File: src/fetch_defines.svh
// fetch front end parameters
`ifndef FETCH_DEFINES_SVH
`define FETCH_DEFINES_SVH

// datapath widths
`define ADDR_W    64 // pc and byte address
`define WORD_W    64 // memory word
`define INST_W    32 // one instruction, half a word
`define OP_W      6  // opcode field, bits 31..26

// memory size in 64-bit words
`define MEM_DEPTH 256

// instruction fields
`define BR_DISP_W 21 // signed word displacement, bits 20..0
`define LD_IDX_W  16 // unsigned word index, bits 15..0

// opcodes, anything else retires as a nop
`define OP_NOP    6'd0
`define OP_BR     6'd1
`define OP_LDQ    6'd2

`endif
File: src/fetch_pkg.sv
// fetch front end types
`default_nettype none

`include "fetch_defines.svh"

package fetch_pkg;

	////////////////////////////////////////
	// vector types
	////////////////////////////////////////

	typedef logic [`ADDR_W-1:0] addr_t;   // byte address or pc
	typedef logic [`WORD_W-1:0] word_t;   // one memory word
	typedef logic [`INST_W-1:0] inst_t;   // one instruction
	typedef logic [`OP_W-1:0]   opcode_t; // opcode field

	////////////////////////////////////////
	// execute unit states
	////////////////////////////////////////

	// idle waits for fetch, decode runs one cycle,
	// load waits on the data side of the memory bus
	typedef enum logic [1:0]
	{
		EX_IDLE   = 2'd0,
		EX_DECODE = 2'd1,
		EX_LOAD   = 2'd2
	} exec_state_t;

endpackage

`default_nettype wire

File: src/mem_bus_if.sv
// memory request bus
`timescale 1ns/100ps
`default_nettype none

// one requester, one arbiter port
// req and addr stay put until valid comes back
interface mem_bus_if;

	logic             req;   // request level
	fetch_pkg::addr_t addr;  // 8-byte aligned
	fetch_pkg::word_t rdata; // read word, good with valid
	logic             valid; // one-cycle response pulse

	// fetch stage or execute unit side
	modport requester
	(
		output req,
		output addr,
		input  rdata,
		input  valid
	);

	// arbiter side
	modport arbiter
	(
		input  req,
		input  addr,
		output rdata,
		output valid
	);

endinterface

`default_nettype wire

File: src/fetch_stage.sv
// instruction fetch stage
`timescale 1ns/100ps
`default_nettype none

`include "fetch_defines.svh"

module fetch_stage
(
	input  wire                   clock,
	input  wire                   reset,
	input  wire                   take_branch,   // redirect from execute
	input  wire fetch_pkg::addr_t target_pc,     // used when take_branch is high
	input  wire                   retire_valid,  // previous instruction done
	mem_bus_if.requester          bus,           // fetch side of the arbiter
	output logic                  if_valid_inst, // one-cycle pulse
	output fetch_pkg::inst_t      if_inst,
	output fetch_pkg::addr_t      if_npc
);

	fetch_pkg::addr_t pc;         // pc being fetched
	fetch_pkg::addr_t pc_plus_4;
	fetch_pkg::addr_t next_pc;
	logic             pc_en;
	logic             ready;      // stall flag, high while waiting for an instruction
	logic             next_ready;

	////////////////////////////////////////
	// memory request
	////////////////////////////////////////

	// the stall flag is the request, word aligned address
	assign bus.req  = ready;
	assign bus.addr = {pc[`ADDR_W-1:3], 3'b000};

	// memory hands back 64 bits, pc bit 2 picks the half
	assign if_inst = pc[2] ? bus.rdata[`WORD_W-1:`INST_W] : bus.rdata[`INST_W-1:0];

	assign if_valid_inst = ready & bus.valid; // only a response we asked for

	////////////////////////////////////////
	// next pc
	////////////////////////////////////////

	assign pc_plus_4 = pc + fetch_pkg::addr_t'(4);
	assign if_npc    = pc_plus_4; // travels with the instruction

	// a taken branch wins over sequential flow, and over the stall
	assign next_pc = take_branch ? target_pc : pc_plus_4;
	assign pc_en   = if_valid_inst | take_branch;

	// wait again after each fetch until retire comes back
	assign next_ready = (ready | retire_valid) & ~if_valid_inst;

	always_ff @(posedge clock)
	begin
		if (reset)
			pc <= '0;              // start at address 0
		else if (pc_en)
			pc <= next_pc;
	end

	always_ff @(posedge clock)
	begin
		if (reset)
			ready <= 1'b1;         // ready to fetch straight out of reset
		else
			ready <= next_ready;
	end

	// the arbiter only answers fetch while the stage is waiting
	a_rsp_when_ready: assert property (@(posedge clock) disable iff (reset)
		bus.valid |-> ready);

endmodule

`default_nettype wire

File: src/flat_wrapper.sv
// flat-port wrapper written by rule: the top's interface ports become plain ports
module fetch_stage_flat 
  (clock, reset, take_branch, target_pc, retire_valid, if_valid_inst, if_inst, if_npc, bus_req, bus_addr, bus_rdata, bus_valid);
  mem_bus_if bus_i ();
  input  wire clock;
  input  wire reset;
  input  wire take_branch;
  input  wire fetch_pkg::addr_t target_pc;
  input  wire retire_valid;
  output logic if_valid_inst;
  output fetch_pkg::inst_t if_inst;
  output fetch_pkg::addr_t if_npc;
  output wire logic [$bits(bus_i.req)-1:0] bus_req;
  output wire logic [$bits(bus_i.addr)-1:0] bus_addr;
  input wire logic [$bits(bus_i.rdata)-1:0] bus_rdata;
  input wire logic [$bits(bus_i.valid)-1:0] bus_valid;
  assign bus_req = bus_i.req;
  assign bus_addr = bus_i.addr;
  assign bus_i.rdata = bus_rdata;
  assign bus_i.valid = bus_valid;
  fetch_stage u_core (.clock(clock), .reset(reset), .take_branch(take_branch), .target_pc(target_pc), .retire_valid(retire_valid), .bus(bus_i), .if_valid_inst(if_valid_inst), .if_inst(if_inst), .if_npc(if_npc));
endmodule
File: config.mk
export PLATFORM = sky130hd
export DESIGN_NAME = fetch_stage_flat
export DESIGN_NICKNAME = d
export VERILOG_FILES = /design/src/fetch_pkg.sv /design/src/mem_bus_if.sv /design/src/fetch_stage.sv /design/src/flat_wrapper.sv
export VERILOG_INCLUDE_DIRS = /design/src
export SDC_FILE = /design/constraint.sdc
export NUM_CORES = 1
export LEC_CHECK = 0
export BUFFER_PORTS_ARGS = -buffer_cell sky130_fd_sc_hd__buf_4
export CAP_MARGIN = 0
export CORE_ASPECT_RATIO = 0.7
export CORE_MARGIN = 2
export CORE_UTILIZATION = 51
export CTS_CLUSTER_SIZE = 8
export DETAILED_ROUTE_END_ITERATION = 6
export PLACE_DENSITY = 0.88
export SLEW_MARGIN = 20
export SYNTH_ARGS = -nofsm -noshare
export SYNTH_HDL_FRONTEND = slang
export SYNTH_SLANG_ARGS = --single-unit
File: constraint.sdc
create_clock -name clock -period 5 [get_ports clock]
set_input_delay 0 -clock clock [delete_from_list [all_inputs] [get_ports clock]]
set_output_delay 0 -clock clock [all_outputs]
set_load 0.05 [all_outputs]
==> summary.md, run 1 <==
| Metric | Value |
|---|---|
| Total CTS buffers | `9` |
| Synth top area cells | `dfxtp_1, buf_4, xor2_1` |
| Max-Cap Viols | `0` |
| Die X | `133.1 µm` |
| WS Path Type | `reg -> out` |
| Crit path max-delay family | `simple AND/OR/NAND/NOR gates` |
| Row cnt | `32` |
| Register area | `between 1000 and 1500 µm²` |
| Worst slew margin | `0.4504` |
| Final period utilization | `0.7378` |
| Die height | `~94 µm` |
| Cell Area, Synth | `~6000 µm²` |
| Max Fclk | `about 270 MHz` |
| Post-synth EDFFs | `0` |
| N_diodes | `0` |
| Vias in the first global route | `around 6400` |
| Count leader, synth | `nor2_1` |
| Startpoint types | `register` |
| Clock power share | `0.340` |
| Min Tclk post-route | `approximately 3700 ps` |
| Sum Neg Setup Slack | `0 ps` |
| CP endpoint | `if_npc[50]` |
| Flop pwr share | `0.291` |
| Post-synthesis mux area share | `0.07065` |
| Fraction of registers with async set/reset | `0` |
| Layout Area Growth over Synthesis | `43.46%` |
| Final non-filler cell total | `1171` |
| Antenna Nets Post-Route | `0` |
| Critical path depth | `8` |
| RR Startpoint | `u_core.pc[2]` |
| First-pass GRT wire length | `between 30000 and 40000 µm` |
| DRC errors left | `0` |
| Yosys cell types | `about 60` |
| Leading area contributor after synthesis | `dfxtp_1` |
| Area share of the largest cell type after synthesis | `0.2187` |
| Latest clock arrival within the worst-skew pair | `around 340 ps` |
| CP max stage delay | `about 640 ps` |
| Power share of the combinational group | `0.369` |
| Max Slew Vio Count | `0` |
| Syn Inst Count | `about 770` |
| TritonRoute pass-1 iters | `6` |
| Hpwl dp | `between 15000 and 20000 µm` |
| Worst slew pin tran | `slightly above 800 ps` |
| Clock buffer depth | `2` |
| Worst path cell trace | `buf_4, ha_1, nand3_1, nor4_4, nand4_1, nor3_1, xor2_1, buf_4` |
| Main combinational cell family by area after synthesis | `simple AND/OR/NAND/NOR gates` |
| CP Data Required Time | `around 5000 ps` |
| Max FO, Critical Path | `37` |
| Status | `completed` |
| Clock sink count | `65` |
| RR Endpoint | `u_core.pc[62]` |
| Post-synth top cells | `nor2_1, nand2_1, buf_4` |
| Clk root buf | `clkbuf_16` |
| Maximum vdd ir drop | `approximately 0.18 mV` |
| CP startpoint | `u_core.pc[2]` |
| R2R Setup Slk | `between 1500 and 2000 ps` |
| Initial antenna violation count | `0` |
| Post-CTS Setup Repair Bufs | `0` |
| Final Power | `between 2000 and 2500 µW` |
| Htree depth | `3` |
| Io pins | `295` |
| CTS clk-pin slew, worst paths | `60 ps` |
| Core ar. | `around 11000 µm²` |
| Switching Share | `0.3860` |
| Worst EP arrival | `about 3700 ps` |
| Layout cells sized above 1 | `0.3635` |
| Placed cells | `roughly 1100` |
| Post-Route WL | `roughly 22000 µm` |
| XOR/XNOR Fraction of Synth Area | `0.1266` |
| Buf/Inv on CP | `2` |
| CTS tree | `done` |
| Fillers | `between 800 and 900` |
| Via count | `approximately 7000` |
| Mean post-synth cell area | `7.738 µm²` |
| Most common cell on crit path | `buf_4` |
| Switching pwr | `~840 µW` |
| Synth Warn # | `0` |
| RSZ-0062 raised after global routing | `no` |
| Lkg Pwr | `between 0.003 and 0.004 µW` |
| Routed vias/inst | `between 5 and 6` |
| # nets final | `between 1000 and 1500` |
| Final hold viol count | `0` |
| Total track usage | `0.3345` |
| #FFs+latches synth | `65` |
| Int Pwr | `roughly 1300 µW` |
| Setup Viol. Count Final | `0` |
| Worst r2r path cells | `7` |
| Grt total ovfl | `0` |
| Die ar. | `roughly 13000 µm²` |
| Critical Path End Type | `output pin` |
| Largest net degree at the start of global routing | `76` |
| Sequential element share of the synthesized area | `0.2187` |
| HP Class | `in -> reg` |
| Pwr/cell area | `254.1 nW/µm²` |
| GPL Wtd Cong | `0.8883` |
| Final Skew | `just under 6 ps` |
| Slowest CP cell | `nor4_4` |
| Starting density of the core | `0.5308` |
| Area of the multi-input gates | `~3900 µm²` |
| I/O Buffers | `291` |
| DR iter-0 viols | `700` |
| Compound-cell area share of the yosys netlist | `0.1146` |
| Simple-gate area share of the yosys netlist | `0.3339` |
| Wire per inst | `18.99 µm` |
| Top FF cell, synth | `dfxtp_1` |
| Post-synthesis adder-cell area fraction | `0.002103` |
| Post-cts resize count | `0` |
## layout by cell type (no fill, tap or decap), types with 17 or more instances in the layout
cell type / netlist / layout
a211oi_1: 17 / 17
a21oi_1: 21 / 21
and3_1: 18 / 18
buf_4: 69 / 294
dfxtp_1: 65 / 65
dlygate4sd3_1: 0 / 57
mux2_2: 32 / 32
nand2_1: 70 / 70
nand3_1: 29 / 29
nand4_1: 21 / 21
nor2_1: 90 / 90
nor3_1: 22 / 22
xnor2_1: 36 / 36
xor2_1: 50 / 50
## registers in the layout (all words and copies together), names as in the netlist
register	cells
u_core.pc	64
u_core.bus.req	1
## tightest hold or removal path, delay by kind of cell
family	cells	cell delay [ps]
AO/OA/AOI/OAI	1	50
AND/OR/NAND/NOR	3	190
buffers and inverters	1	70
## power by group through the flow
stage,Combinational [µW],Sequential (µW),Clock [µW]
final,802,631,737
after detailed placement,757,638,0
after floorplan,562,607,0
after global routing,834,636,760
after CTS,795,627,738
after global placement,750,637,0
## metrics by stage
step           cell area (µm²)  utilization  setup slack, ps  hold WS (ps)
2_1_floorplan             5958            -             2444         141.9
3_3_place_gp              7622       0.6799             1815         229.5
3_5_place_dp              7622       0.6799             1692         239.6
4_1_cts                   8537       0.7615             1372         1.927
5_1_grt                   8537       0.7615             1077         34.32
6_report                  8537       0.7615             1311         2.847
## routing by layer
metal / up-vias / track usage / part of all wire / wire (µm)
met5: - / 0 / 0 / 0
met4: 0 / 0.1365 / 0.040 / 891
met3: 72 / 0.08910 / 0.11 / 2471
met2: 508 / 0.5643 / 0.48 / 10590
met1: 3199 / 0.4105 / 0.37 / 8277
li1: 3191 / - / - / -
## worst min path at each step
stage / from / to / cells past startpoint
after floorplan: target_pc[49] / u_core.pc[49] / 2
after global placement: target_pc[5] / u_core.pc[5] / 3
after detailed placement: target_pc[6] / u_core.pc[6] / 3
after CTS: target_pc[63] / u_core.pc[63] / 5
after global routing: target_pc[59] / u_core.pc[59] / 5
final: target_pc[63] / u_core.pc[63] / 5
## what timing repair did
item	4_1_cts	5_1_grt
hold buffers	57	0
setup endpoints to repair	0	0
endpoints found under the hold margin	57	0
## cell families after synthesis
| logic type | Yosys count |
|---|---|
| compound gates | 97 |
| xor+xnor | 86 |
| buf+inv | 135 |
| other cells | 1 |
| flops | 65 |
| fa+ha+maj | 1 |
| simple gates | 346 |
| mux | 38 |
## final cells by class
| type | count | area share |
|---|---|---|
| clock buffers | 9 | 0.02638 |
| clock inverters | 7 | 0.01392 |
| inverters | 15 | 0.006595 |
| multi-input cells | 571 | 0.4529 |
| flip-flops and latches | 65 | 0.1524 |
| well taps | 153 | 0.02242 |
| repair buffers | 351 | 0.3254 |
Power figures use the tool's default switching activity.
==> run 2, diff against run 1 <==
--- a/config.mk
+++ b/config.mk
@@ -10,10 +10,10 @@
 export CAP_MARGIN = 0
 export CORE_ASPECT_RATIO = 0.7
 export CORE_MARGIN = 2
-export CORE_UTILIZATION = 51
+export CORE_UTILIZATION = 43
 export CTS_CLUSTER_SIZE = 8
 export DETAILED_ROUTE_END_ITERATION = 6
-export PLACE_DENSITY = 0.88
+export PLACE_DENSITY = 0.79
 export SLEW_MARGIN = 20
 export SYNTH_ARGS = -nofsm -noshare
 export SYNTH_HDL_FRONTEND = slang
==> constraint.sdc (replaced) <==
create_clock -name clock -period 2.95 [get_ports clock]
set_input_delay 0 -clock clock [delete_from_list [all_inputs] [get_ports clock]]
set_output_delay 0 -clock clock [all_outputs]
set_load 0.05 [all_outputs]
==> run 2 against run 1 <==
Against the previous run: first-iteration DRC count shrank 5.7%; critical endpoint is now if_npc[22]; register-to-register slack lost 1200 ps; worst hold slack improved by 5.9 ps; core utilization fell by 12 points; non-clock buffer count grew 13; via count down 2.1%; flip-flop and latch count is the same; sequential share of layout area fell by 0.16 points; largest power group unchanged; worst setup slack lost 1100 ps; sequential power increased by 68%.
==> summary.md, run 2 (synthesis results as in run 1) <==
| Metric | Value |
|---|---|
| Status | `completed (unchanged)` |
| Initial antenna violation count | `0 (unchanged)` |
| Worst EP arrival | `2790 ps (was 3690 ps)` |
| Clock buffer depth | `2 (unchanged)` |
| First-pass GRT wire length | `33890 µm (was 33160 µm)` |
| Min Tclk post-route | `between 2000 and 3000 ps` |
| Routed vias/inst | `5.614 (was 5.952)` |
| Io pins | `295 (unchanged)` |
| Lkg Pwr | `0.003832 µW (was 0.003771 µW)` |
| I/O Buffers | `291 (unchanged)` |
| Setup Viol. Count Final | `0 (unchanged)` |
| Total track usage | `0.2935 (was 0.3345)` |
| Antenna Nets Post-Route | `0 (unchanged)` |
| TritonRoute pass-1 iters | `7 (was 6)` |
| GPL Wtd Cong | `0.9248 (was 0.8883)` |
| Largest net degree at the start of global routing | `76 (unchanged)` |
| Worst setup slack after layout | `164.7 ps (was 1311 ps)` |
| CP max stage delay | `700 ps (was 640 ps)` |
| Worst slew pin tran | `849.2 ps (was 824.5 ps)` |
| Final period utilization | `0.9442` |
| Placed instance area | `7765 µm² (was 7622 µm²)` |
| Worst path cell trace | `ha_1, nand3_1, or4_1, nor4_1, xnor2_1, buf_4 (was buf_4, ha_1, nand3_1, nor4_4, nand4_1, nor3_1, xor2_1, buf_4)` |
| Pwr/cell area | `404.4 nW/µm² (was 254.1 nW/µm²)` |
| Starting density of the core | `0.4455 (was 0.5308)` |
| Largest Register | `u_core.pc (unchanged)` |
| WS Path Type | `reg -> out (unchanged)` |
| Commonest non-fill, non-tap cell in the layout | `buf_4 (unchanged)` |
| Layout Area Growth over Synthesis | `45.02% (was 43.46%)` |
| Critical Path End Type | `output pin (unchanged)` |
| Htree depth | `3 (unchanged)` |
| Post-Route WL | `22560 µm (was 22230 µm)` |
| Max Slew Vio Count | `0 (unchanged)` |
| Sum Neg Setup Slack | `0 ps (unchanged)` |
| # nets final | `1160 (was 1147)` |
| Die height | `102.4 µm (was 94.38 µm)` |
| Clock sink count | `65 (unchanged)` |
| Max-Cap Viols | `0 (unchanged)` |
| Row cnt | `35 (was 32)` |
| HP Class | `in -> reg (unchanged)` |
| Grt total ovfl | `0 (unchanged)` |
| Max Fclk | `about 360 MHz` |
| Most frequent cells in the layout | `buf_4, nor2_1, nand2_1 (unchanged)` |
| Clk root buf | `clkbuf_16 (unchanged)` |
| Final hold viol count | `0 (unchanged)` |
| Hold Slack | `8.747 ps (was 2.847 ps)` |
| Wire per inst | `18.57 µm (was 18.99 µm)` |
| Latest clock arrival within the worst-skew pair | `330 ps (was 340 ps)` |
| Final Skew | `6.609 ps (was 5.950 ps)` |
| Startpoint types | `register (unchanged)` |
| Maximum vdd ir drop | `0.2955 mV (was 0.1848 mV)` |
| Place WS | `350.0 ps (was 1692 ps)` |
| Hpwl dp | `16450 µm (was 15740 µm)` |
| DR iter-0 viols | `660 (was 700)` |
| Via count | `6821 (was 6970)` |
| Worst slew margin | `0.4339 (was 0.4504)` |
| Max FO, Critical Path | `8 (was 37)` |
| DRC errors left | `0 (unchanged)` |
| Total CTS buffers | `9 (unchanged)` |
| Design area | `8630 µm² (was 8537 µm²)` |
| Core ar. | `13360 µm² (was 11210 µm²)` |
| CTS tree | `done (unchanged)` |
| CTS clk-pin slew, worst paths | `50 ps (was 60 ps)` |
| CP Data Required Time | `2950 ps (was 5000 ps)` |
| RSZ-0062 raised after global routing | `no (unchanged)` |
| Layout cells sized above 1 | `0.3751 (was 0.3635)` |
| Die X | `144.6 µm (was 133.1 µm)` |
| Vias in the first global route | `6275 (was 6354)` |
| Die ar. | `14810 µm² (was 12560 µm²)` |
| Slowest CP cell | `or4_1 (was nor4_4)` |
| Max FFs per register | `64 (unchanged)` |
-- run 2: final timing paths --
path	startpoint	to	slack [ps]	cells after the start
worst max-delay path	u_core.pc[3]	if_npc[22]	160	6
worst min-delay path	target_pc[29]	u_core.pc[29]	9	3
worst max register to register	u_core.pc[3]	u_core.pc[42]	400	8
worst min register to register	u_core.pc[0]	u_core.pc[0]	500	2
-- run 2: worst max-delay path, delay by kind of cell (launching register included) --
family | cells | cell delay, ps
buffers and inverters | 1 | 240
adders and majority gates | 1 | 250
DFF | 1 | 420
xor gates and xnor gates | 1 | 200
and+or+nand+nor | 3 | 1340
-- run 2: metal layers --
metal	wire length [µm]	GRT usage	up-vias
met3	2329	0.05951	40
met2	10690	0.4852	429
met1	8960	0.3880	3140
met4	583	0.09186	0
met5	0	0	-
li1	-	-	3212
-- run 2: metrics by stage --
stage,utilization,instances,power (µW)
after global placement,0.5814,1142,2374
after CTS,0.6435,1211,3494
after detailed placement,0.5814,1142,2386
after global routing,0.6459,1214,3611
final,0.6461,1215,3490
after floorplan,-,771,1981
-- run 2: final cells by class --
type,count,area [µm²]
fill,1184,4727
multi-input combinational,571,3876
timing repair buffer,364,2878
sequential,65,1301
clock buffer,10,239.0
tap,185,231.5
inverter,15,56.30
clock inverter,4,45.04
antenna,1,2.502
-- run 2: timing repair --
| action | in CTS | in global routing |
|---|---|---|
| hold endpoints to repair | 53 | 0 |
| setup buffers | 2 | 3 |
| hold buffers | 53 | 0 |
| gates cloned | 0 | 0 |
| pin swaps | 1 | 1 |
| endpoints found under the setup margin | 3 | 9 |
| resized for setup | 0 | 2 |
-- run 2: report_power, final --
| group | switching, µW | internal (µW) |
|---|---|---|
| registers | 120 | 939 |
| clock network | 391 | 663 |
| logic | 875 | 501 |
| total | 1390 | 2100 |
==> run 3, diff against run 2 <==
--- a/config.mk
+++ b/config.mk
@@ -6,14 +6,16 @@
 export SDC_FILE = /design/constraint.sdc
 export NUM_CORES = 1
 export LEC_CHECK = 0
+export ABC_AREA = 1
 export BUFFER_PORTS_ARGS = -buffer_cell sky130_fd_sc_hd__buf_4
 export CAP_MARGIN = 0
 export CORE_ASPECT_RATIO = 0.7
 export CORE_MARGIN = 2
-export CORE_UTILIZATION = 43
+export CORE_UTILIZATION = 42
 export CTS_CLUSTER_SIZE = 8
 export DETAILED_ROUTE_END_ITERATION = 6
-export PLACE_DENSITY = 0.79
+export PLACE_DENSITY = 0.78
+export REMOVE_ABC_BUFFERS = 1
 export SLEW_MARGIN = 20
 export SYNTH_ARGS = -nofsm -noshare
 export SYNTH_HDL_FRONTEND = slang
==> run 3 against run 2 <==
Against the previous run: first-iteration DRC count fell by 22%; clock-buffer cell count rose by 3; non-clock buffer count fell by 39; critical path depth rose by 2; flip-flop and latch count did not move; global-route usage rose by 2.0 points; die area fell by 2.5%; synthesized area fell by 4.8%; cell count rose by 18%; critical path type unchanged; highest routed layer unchanged.
==> summary.md, run 3 <==
| Metric | Value |
|---|---|
| Max FFs per register | `64 (unchanged)` |
| Hold_sp | `target_pc[37] (was target_pc[29])` |
| Worst r2r path cells | `9 (was 8)` |
| Initial antenna violation count | `0 (unchanged)` |
| Lkg Pwr | `0.003783 µW (was 0.003832 µW)` |
| Sum Neg Setup Slack | `0 ps (unchanged)` |
| #FFs+latches synth | `65 (unchanged)` |
| Layout cells sized above 1 | `0.2744 (was 0.3751)` |
| TritonRoute pass-1 iters | `5 (was 7)` |
| Post-synth top cells | `nand2_1, nor2_1, inv_1 (was nor2_1, nand2_1, buf_4)` |
| Top FF cell, synth | `dfxtp_1 (unchanged)` |
| Final hold viol count | `0 (unchanged)` |
| Leading area contributor after synthesis | `nand2_1 (was dfxtp_1)` |
| Die ar. | `14450 µm² (was 14810 µm²)` |
| DRC errors left | `0 (unchanged)` |
| RSZ-0062 raised after global routing | `no (unchanged)` |
| Io pins | `295 (unchanged)` |
| Startpoint types | `register (unchanged)` |
| Antenna Nets Post-Route | `0 (unchanged)` |
| Via count | `7025 (was 6821)` |
| Largest Register | `u_core.pc (unchanged)` |
| Max FO, Critical Path | `5 (was 8)` |
| Placed instance area | `7527 µm² (was 7765 µm²)` |
| CTS tree | `done (unchanged)` |
| Grt total ovfl | `0 (unchanged)` |
| Post-Route WL | `22670 µm (was 22560 µm)` |
| Vias in the first global route | `6607 (was 6275)` |
| N_diodes | `0 (was 1)` |
| Synth Warn # | `0 (unchanged)` |
| WS Path Type | `reg -> out (unchanged)` |
| Fraction of registers with async set/reset | `0 (unchanged)` |
| Status | `completed (unchanged)` |
| Row cnt | `35 (unchanged)` |
| Cell Area, Synth | `5664 µm² (was 5951 µm²)` |
| Max-Cap Viols | `0 (unchanged)` |
| DR iter-0 viols | `517 (was 660)` |
| GPL Wtd Cong | `0.9995 (was 0.9248)` |
| Latest clock arrival within the worst-skew pair | `330 ps (about the same)` |
| # nets final | `1380 (was 1160)` |
| Clock sink count | `65 (unchanged)` |
| Post-CTS Setup Repair Bufs | `0 (was 2)` |
| Final Skew | `8.454 ps (was 6.609 ps)` |
| R2R Setup Slk | `810 ps (was 400 ps)` |
| Total track usage | `0.3130 (was 0.2935)` |
| Sequential element share of the synthesized area | `0.2297 (was 0.2187)` |
| Worst slew margin | `0.5232 (was 0.4339)` |
| Clock buffer depth | `2 (unchanged)` |
| Post-synth EDFFs | `0 (unchanged)` |
| Commonest non-fill, non-tap cell in the layout | `nand2_1 (was buf_4)` |
| Min Tclk post-route | `2408 ps (was 2785 ps)` |
| Worst EP arrival | `2410 ps (was 2790 ps)` |
| Clk root buf | `clkbuf_16 (unchanged)` |
| Fillers | `1286 (was 1184)` |
| Starting density of the core | `0.4297 (was 0.4455)` |
| Placed cells | `1393 (was 1142)` |
| Hold Crit Depth | `5 (was 3)` |
| Max Fclk | `415.2 MHz (was 359.0 MHz)` |
| Yosys cell types | `28 (was 59)` |
| Routed vias/inst | `4.895 (was 5.614)` |
| Die X | `142.8 µm (was 144.6 µm)` |
| Total CTS buffers | `9 (unchanged)` |
| Most frequent cells in the layout | `nand2_1, buf_4, nor2_1 (was buf_4, nor2_1, nand2_1)` |
| CP Data Required Time | `2950 ps (about the same)` |
| Syn Inst Count | `1006 (was 769)` |
| Critical Path End Type | `output pin (unchanged)` |
| CTS clk-pin slew, worst paths | `60 ps (was 50 ps)` |
| Area share of the largest cell type after synthesis | `0.2638 (was 0.2187)` |
| Synth top area cells | `nand2_1, dfxtp_1, buf_4 (was dfxtp_1, buf_4, xor2_1)` |
| Die height | `101.2 µm (was 102.4 µm)` |
| RR Startpoint | `u_core.pc[33] (was u_core.pc[3])` |
| Worst slew pin tran | `715.2 ps (was 849.2 ps)` |
| Pwr/cell area | `414.1 nW/µm² (was 404.4 nW/µm²)` |
| Final period utilization | `0.8164 (was 0.9442)` |
| RR Endpoint | `u_core.pc[60] (was u_core.pc[42])` |
| Core ar. | `13180 µm² (was 13360 µm²)` |
| Setup Viol. Count Final | `0 (unchanged)` |
| Wire per inst | `15.80 µm (was 18.57 µm)` |
| First-pass GRT wire length | `35570 µm (was 33890 µm)` |
| Design area | `8080 µm² (was 8630 µm²)` |
| WHS Endpoint | `u_core.pc[37] (was u_core.pc[29])` |
| Hpwl dp | `17690 µm (was 16450 µm)` |
| Max Slew Vio Count | `0 (unchanged)` |
| Maximum vdd ir drop | `0.2435 mV (was 0.2955 mV)` |
| Largest net degree at the start of global routing | `66 (was 76)` |
| Mean post-synth cell area | `5.630 µm² (was 7.738 µm²)` |
| Final non-filler cell total | `1435 (was 1215)` |
| Htree depth | `3 (unchanged)` |
| Count leader, synth | `nand2_1 (was nor2_1)` |
| HP Class | `in -> reg (unchanged)` |
| Layout Area Growth over Synthesis | `42.66% (was 45.02%)` |
| I/O Buffers | `291 (unchanged)` |
-- run 3: cell types whose count changed after synthesis, sizes merged, moves of 18 or more --
cell | before | now
a21oi | 21 | 43
and3 | 18 | 0
inv | 15 | 99
mux2 | 32 | 0
nand2 | 70 | 408
nand4 | 29 | 10
nor2 | 91 | 131
nor3 | 23 | 0
nor4 | 23 | 0
o21ai | 11 | 65
xnor2 | 36 | 6
xor2 | 50 | 25
-- run 3: repair_timing --
action / in CTS / in global routing
gates resized for setup: 0 / 0
endpoints found under the hold margin: 27 / 0
hold buffers: 27 / 0
-- run 3: critical path, cell delays in order (launching register included) --
cell and delay, ps:
dfxtp_1 420, nand2_1 130, nor2_1 260, nand2_1 150, nor2_1 440, nand2_1 170, o21ai_0 210, nand2_1 100
buf_4 200
-- run 3: logic make-up (layout without fill, tap and decap cells) --
logic type,Yosys count,in the layout,share of synthesized area
compound gates,127,127,0.1171
xor+xnor,31,31,0.04793
fa+ha+maj,1,1,0.002209
buf+inv,197,439,0.1756
flops,65,65,0.2297
other cells,1,3,0.0006621
simple gates,584,584,0.4268
-- run 3: how the worst max path moves through the flow --
stage,startpoint,to,slack [ps],cells past startpoint
floorplan,u_core.bus.req,u_core.pc[63],-110,4
global placement,u_core.pc[32],u_core.pc[60],990,9
detailed placement,u_core.pc[2],if_npc[42],1000,9
CTS,u_core.pc[2],if_npc[42],650,9
global route,u_core.pc[33],if_npc[60],450,8
finish,u_core.pc[33],if_npc[60],540,8
-- run 3: routing by layer --
layer  vias to the layer above  global-route usage  part of all wire  routed length, µm
met1                      3103              0.4702              0.48              10770
met3                        27             0.08085              0.11               2431
met2                       365              0.4512              0.40               9172
met5                         -                   0                 0                  0
met4                         0             0.05941             0.013                294
li1                       3530                   -                 -                  -
-- run 3: power breakdown --
part	internal, µW	leakage, µW	total (µW)	switching [µW]
clock	632	0.000138	1030	400
combinational	421	0.00311	1300	875
sequential	933	0.000536	1020	84.1
total	1990	0.00378	3350	1360
-- run 3: cell type report --
| cell class | instances | area, µm² | share of cell area |
|---|---|---|---|
| clock buffers | 13 | 270.3 | 0.03345 |
| well taps | 185 | 231.5 | 0.02865 |
| repair buffers | 325 | 2507 | 0.3103 |
| inverters | 99 | 374.1 | 0.04630 |
| multi-input cells | 746 | 3383 | 0.4187 |
| flip-flops and latches | 65 | 1301 | 0.1610 |
| clock inverters | 2 | 12.51 | 0.001548 |
-- run 3: stage by stage --
step                power [µW]  utilization  setup slack [ps]  hold slack, ps
finish                    3346       0.6130             541.6           21.54
global route              3471       0.6130             451.5           33.22
CTS                       3344       0.6130             648.9           10.38
detailed placement        2292       0.5710             998.5           228.4
global placement          2287       0.5710             993.9           221.8
floorplan                 1783            -            -111.3           62.44
